## config.mk

```make
export PLATFORM = sky130hd
export DESIGN_NAME = led_pwm
export DESIGN_NICKNAME = d
export VERILOG_FILES = /design/src/lb_demo_pkg.sv /design/src/led_pwm.sv
export SDC_FILE = /design/constraint.sdc
export NUM_CORES = 1
export LEC_CHECK = 0
export ABC_CLOCK_PERIOD_IN_PS = 2800
export BUFFER_PORTS_ARGS = -buffer_cell sky130_fd_sc_hd__buf_2
export CAP_MARGIN = 30
export CORE_MARGIN = 5
export CORE_UTILIZATION = 40
export CTS_CLUSTER_SIZE = 24
export DETAILED_ROUTE_END_ITERATION = 16
export GPL_TIMING_DRIVEN = 0
export MAX_ROUTING_LAYER = met4
export PLACE_DENSITY = 0.63
export SYNTH_ARGS = -nofsm -noshare
export SYNTH_HDL_FRONTEND = slang
export SYNTH_SLANG_ARGS = --single-unit
```

## constraint.sdc

```tcl
create_clock -name clk -period 2.8 [get_ports clk]
set_input_delay 0.56 -clock clk [delete_from_list [all_inputs] [get_ports clk]]
set_output_delay 0.56 -clock clk [all_outputs]
set_load 0.02 [all_outputs]
```

## src/lb_demo_pkg.sv

```systemverilog
// Shared widths, page codes and register map for the diagnostic bus slave
// Imported by every design module that needs a bus or register constant
package lb_demo_pkg;

	// ====================
	// Bus and storage widths
	// ====================
	typedef logic [23:0] lb_addr_t;
	typedef logic [31:0] lb_data_t;
	typedef logic [10:0] rom_addr_t;
	typedef logic [15:0] rom_word_t;
	typedef logic [4:0]  mirror_addr_t;
	typedef logic [7:0]  duty_t;
	typedef logic [9:0]  pwm_count_t;
	typedef logic [31:0] freq_t;

	// Frequency window of 1024 clk cycles
	localparam int FREQ_REF_BITS = 10;

	// Page codes in addr[23:16]
	localparam logic [7:0] PAGE_MIRROR   = 8'h00;
	localparam logic [7:0] PAGE_RX_MAC   = 8'h03;
	localparam logic [7:0] PAGE_REG_BANK = 8'h11;

	// xxx800 to xxxfff is the ROM on any page
	localparam int ROM_SEL_BIT = 11;

	// Fixed greeting and fill words
	localparam lb_data_t HELLO_0    = "Hell";
	localparam lb_data_t HELLO_1    = "o wo";
	localparam lb_data_t HELLO_2    = "rld!";
	localparam lb_data_t HELLO_3    = "(::)";
	localparam lb_data_t UNDEF_WORD = "zzzz";
	localparam lb_data_t FILL_WORD  = 32'hdeadbeef;

	// Register bank read offsets
	localparam logic [3:0] REG_HELLO0    = 4'h0;
	localparam logic [3:0] REG_HELLO1    = 4'h1;
	localparam logic [3:0] REG_HELLO2    = 4'h2;
	localparam logic [3:0] REG_HELLO3    = 4'h3;
	localparam logic [3:0] REG_FAULTS    = 4'h4;
	localparam logic [3:0] REG_FREQ      = 4'h5;
	localparam logic [3:0] REG_TX_DONE   = 4'h6;
	localparam logic [3:0] REG_RX_STATUS = 4'h7;
	localparam logic [3:0] REG_UPTIME    = 4'h8;

	// Write offsets, page 00 only
	localparam logic [3:0] WR_LED_USER  = 4'h1;
	localparam logic [3:0] WR_LED1      = 4'h2;
	localparam logic [3:0] WR_LED2      = 4'h3;
	localparam logic [3:0] WR_FAULT_CLR = 4'h4;
	localparam logic [3:0] WR_RX_HBANK  = 4'h5;

endpackage

```

## src/led_pwm.sv

```systemverilog
// PWM for two LEDs plus a period tick
// Each LED is high for 4 x duty cycles out of every 1024
`timescale 1ns/10ps

module led_pwm import lb_demo_pkg::*; (
	input  logic  clk,
	input  logic  rst_n,
	input  duty_t duty1,
	input  duty_t duty2,
	output logic  led1,
	output logic  led2,
	output logic  tick
);

	pwm_count_t pwm_cnt;

	// ====================
	// Period counter
	// ====================
	// Carry out of the wrap is the tick
	always_ff @(posedge clk) begin
		if (!rst_n) begin
			pwm_cnt <= '0;
			tick    <= 1'b0;
		end else begin
			{tick, pwm_cnt} <= pwm_cnt + 1'b1;
		end
	end

	// ====================
	// Comparators
	// ====================
	// Duty scaled by 4 to span the 10-bit period
	always_ff @(posedge clk) begin
		if (!rst_n) begin
			led1 <= 1'b0;
			led2 <= 1'b0;
		end else begin
			led1 <= pwm_cnt < {duty1, 2'b00};
			led2 <= pwm_cnt < {duty2, 2'b00};
		end
	end

	// Zero duty means dark
	a_led1_off: assert property (@(posedge clk) disable iff (!rst_n)
		(duty1 == '0 && $past(duty1) == '0) |-> !led1);
	a_led2_off: assert property (@(posedge clk) disable iff (!rst_n)
		(duty2 == '0 && $past(duty2) == '0) |-> !led2);

endmodule

```

======== After elaboration in Yosys (flattened, before gate mapping) ========
Index checks and enable logic that the tools add are counted.
W data, S select, Z words.
word-level totals
  output and inout port bits .............. 3
  word-level logic and storage cells ...... 7
  flip-flop bits (word level) ............. 13
operators by class
  add/sub/neg operators ................... 1
  order comparisons ....................... 2
operators by type and width
  kind                     count
  $lt A10 B10 Y1           2
  $add A10 B1 Y11 const B  1

======== Depth between registers and ports, before layout ========
  depth after elaboration ................. 1
  depth in mapped cells ................... 5
  mapped depth without buffers ............ 5

======== Worst setup path after synthesis ========
OpenSTA, ideal clock, no wires.
  path type ............................... input-to-reg
  start ................................... in duty2[3]
  end ..................................... reg led2
  stages on the path ...................... 5
  buffers on the path ..................... 0
  library setup time ...................... 114 ps
  data arrival time ....................... 1502 ps
  path slack .............................. 1183 ps
  cells stage by stage .................... inv_1 > ha_1 > a211oi_1 > o21ai_0 > a2111oi_0
on the way
  word-level cells in the longest chain between the ends .. 1
ends and longest elaborated chain
  item                  RTL line       RTL
  from (decl)           led_pwm.sv:9   input duty_t duty2,
  $lt A10 B10 Y1        led_pwm.sv:40  led2 <= pwm_cnt < {duty2, 2'b00};
  to (signal assigned)  led_pwm.sv:40
  to (decl)             led_pwm.sv:11  output logic led2,
No other way between the ends.
A chain may end at the register's enable or synchronous reset.

======== Worst setup path after layout ========
  start ................................... reg pwm_cnt[5]
  end ..................................... reg led2
on the way
  word-level cells in the longest chain between the ends .. 1
ends and longest elaborated chain
  item                    RTL line       RTL
  from (decl)             led_pwm.sv:15  pwm_count_t pwm_cnt;
  from (signal assigned)  led_pwm.sv:26  {tick, pwm_cnt} <= pwm_cnt + 1'b1;
  $lt A10 B10 Y1          led_pwm.sv:40
No other way between the ends.

==> results.toml <==
[sta]
tns_ns = 0
hold_viol = 0
fin_crit_sh_pct = 56.8
holdWs_ns = 0.470
rsz0062_at_grt = "no"
setup_ws_ns = 1.21
tightest_slew_ns = 0.461
slew_viol_final = 0
fmax_mhz = 629
period_needed_ns = 1.59
relSlewSlack_pct = 69.3
worst_clock_skew_ns = 0.00652
finalSetupViolations = 0

[placed_design]
io_buffers = 20
gp_congestion = 0.733
dp_hpwl_mm = 1.35
preCtsSetupSlack_ns = 0.965
place_area_um2 = 961

[grt]
antenna_found_initial = 0
grt_max_degree = 11
grt_overflow = 0
grt_pass1_wl_mm = 2.88
grt_pass1_vias = 708
grt_util_all_layers_pct = 11.9

[clock_tree]
cts_tree = "done"
cts_resized = 0
path_clk_slew_ns = 0.09
cts_max_level = 1
clockBufferDepth = 2
cts_root_buf = "clkbuf_4"
numCtsBuffers = 3
cts_hold_buf = 0
postCtsSetupBuffers = 0
cts.sinks = 13
clk_latency_ns = 0.28

[detailed_routing]
wl_per_cell_um = 11.6
drt_iter0_drc = 4
drc = 0
vias = 736
ant_nets = 0
viasPerCell = 5.08
wirelength_mm = 1.68
firstDrtPassIters = 2

[synth]
synth-seq-area-share_pct = 31.5
synth.largest_area_cell = "dfxtp_1"
synth_top_area_share_pct = 31.5
syn-num-nets = 127
synth_area_per_cell_um2 = 8.80
synth.cell_area_um2 = 827
synth_edf_count = 0
synth.area.top_cells = "dfxtp_1 31%, ha_1 23%, inv_1 6.8%"
yosysUniqueCellTypes = 26
synth_seq_cells = 13
synthCells = 94
ys_async_sr_fraction_pct = 0
ys_warn_count = 0
synthFlopType = "dfxtp_1"

[floorplanning]
die-width_um = 55.5
dieArea_um2 = 3080
die_h_um = 55.5
start_util_pct = 42.2
core_um2 = 1960
row_count = 16
io_pins = 21

[pwr]
peakVddDrop_uv = 238
power_leakage_nw = 0.494
p_per_area_nw_per_um2 = 362

[final_layout]
design_area_um2 = 987
layout_common_cells = "20 x buf_2, 15 x inv_1, 15 x ha_1"
utilization_pct = 50.3
antenna_cells = 0
area_growth_pct = 19.4
mostFrequentLayoutCell = "buf_2"
final_nets = 152
drive_above_1_share_pct = 23.7

[job]
maxCapViolCount = 0

[worst_setup_path]
required_ns = 2.96
critical_path_class = "reg -> reg"
end_kind = "flop"
path_max_fanout = 6
critPathArrivalTime_ns = 1.75
start_kind = "flop"

[run_status]
outcome = "finished, final reports clean"

[hold_path]
min_path_type = "reg -> reg"
[kinds of logic after synthesis]
group,Yosys count,share of synthesized area [%]
flops,13,31.5
compound gates,22,17.2
fa+ha+maj,15,22.7
simple gates,24,17.2
buf+inv,17,8.17
xor+xnor,3,3.18
[cell usage after synthesis (all sizes together) (2+ instances only)]
library cell / n
inv: 15
ha: 15
a211oi: 2
a2111oi: 2
nand2: 4
nor3b: 2
nor2: 4
nor2b: 2
or3: 4
xor2: 2
nand3: 4
dfxtp: 13
a21oi: 7
o211ai: 2
o21ai: 6
o2111a: 2
[metrics by stage]
step / power [mW] / cells
6_report: 0.357 / 145
3_3_place_gp: 0.240 / 141
4_1_cts: 0.358 / 145
5_1_grt: 0.375 / 145
3_5_place_dp: 0.242 / 141
2_1_floorplan: 0.223 / 94
[flip-flops by register name, summed over array words and instances, names as in the netlist]
register	count
pwm_cnt	10
led2	1
led1	1
tick	1
[power breakdown]
part | switching [mW] | internal, mW | leakage (nW)
Sequential | 0.00284 | 0.190 | 0.106
Clock | 0.0653 | 0.0552 | 0.0150
Combinational | 0.0219 | 0.0222 | 0.373
[critical path: stages, from the launching register on]
cell	delay [ns]
dfxtp_1	0.46
ha_1	0.29
a211oi_1	0.22
o21ai_0	0.12
a2111oi_0	0.39
[final cells by class]
type,count,area (um^2)
Fill cell,215,975
Multi-Input combinational cell,64,499
Sequential cell,13,260
Timing Repair Buffer,20,100
Inverter,15,56.3
Tap cell,27,33.8
Clock buffer,4,26.3
Buffer,2,11.3
[final timing paths]
path / startpoint / end / slack (ns) / depth (start not counted)
worst min-delay path: pwm_cnt[0]$_SDFF_PN0_ / pwm_cnt[0]$_SDFF_PN0_ / 0.47 / 1
worst min register to register: pwm_cnt[0]$_SDFF_PN0_ / pwm_cnt[0]$_SDFF_PN0_ / 0.47 / 1
worst max register to register: pwm_cnt[5]$_SDFF_PN0_ / led2$_SDFF_PN0_ / 1.21 / 4
worst max-delay path: pwm_cnt[5]$_SDFF_PN0_ / led2$_SDFF_PN0_ / 1.21 / 4
[routing by layer]
layer | vias up | wire (um) | track usage (%)
li1 | 381 | - | -
met5 | - | 0 | -
met4 | 0 | 18 | 4.17
met1 | 336 | 800 | 13.5
met2 | 17 | 764 | 19.3
met3 | 2 | 101 | 4.20
(Power assumes the default switching activity.)
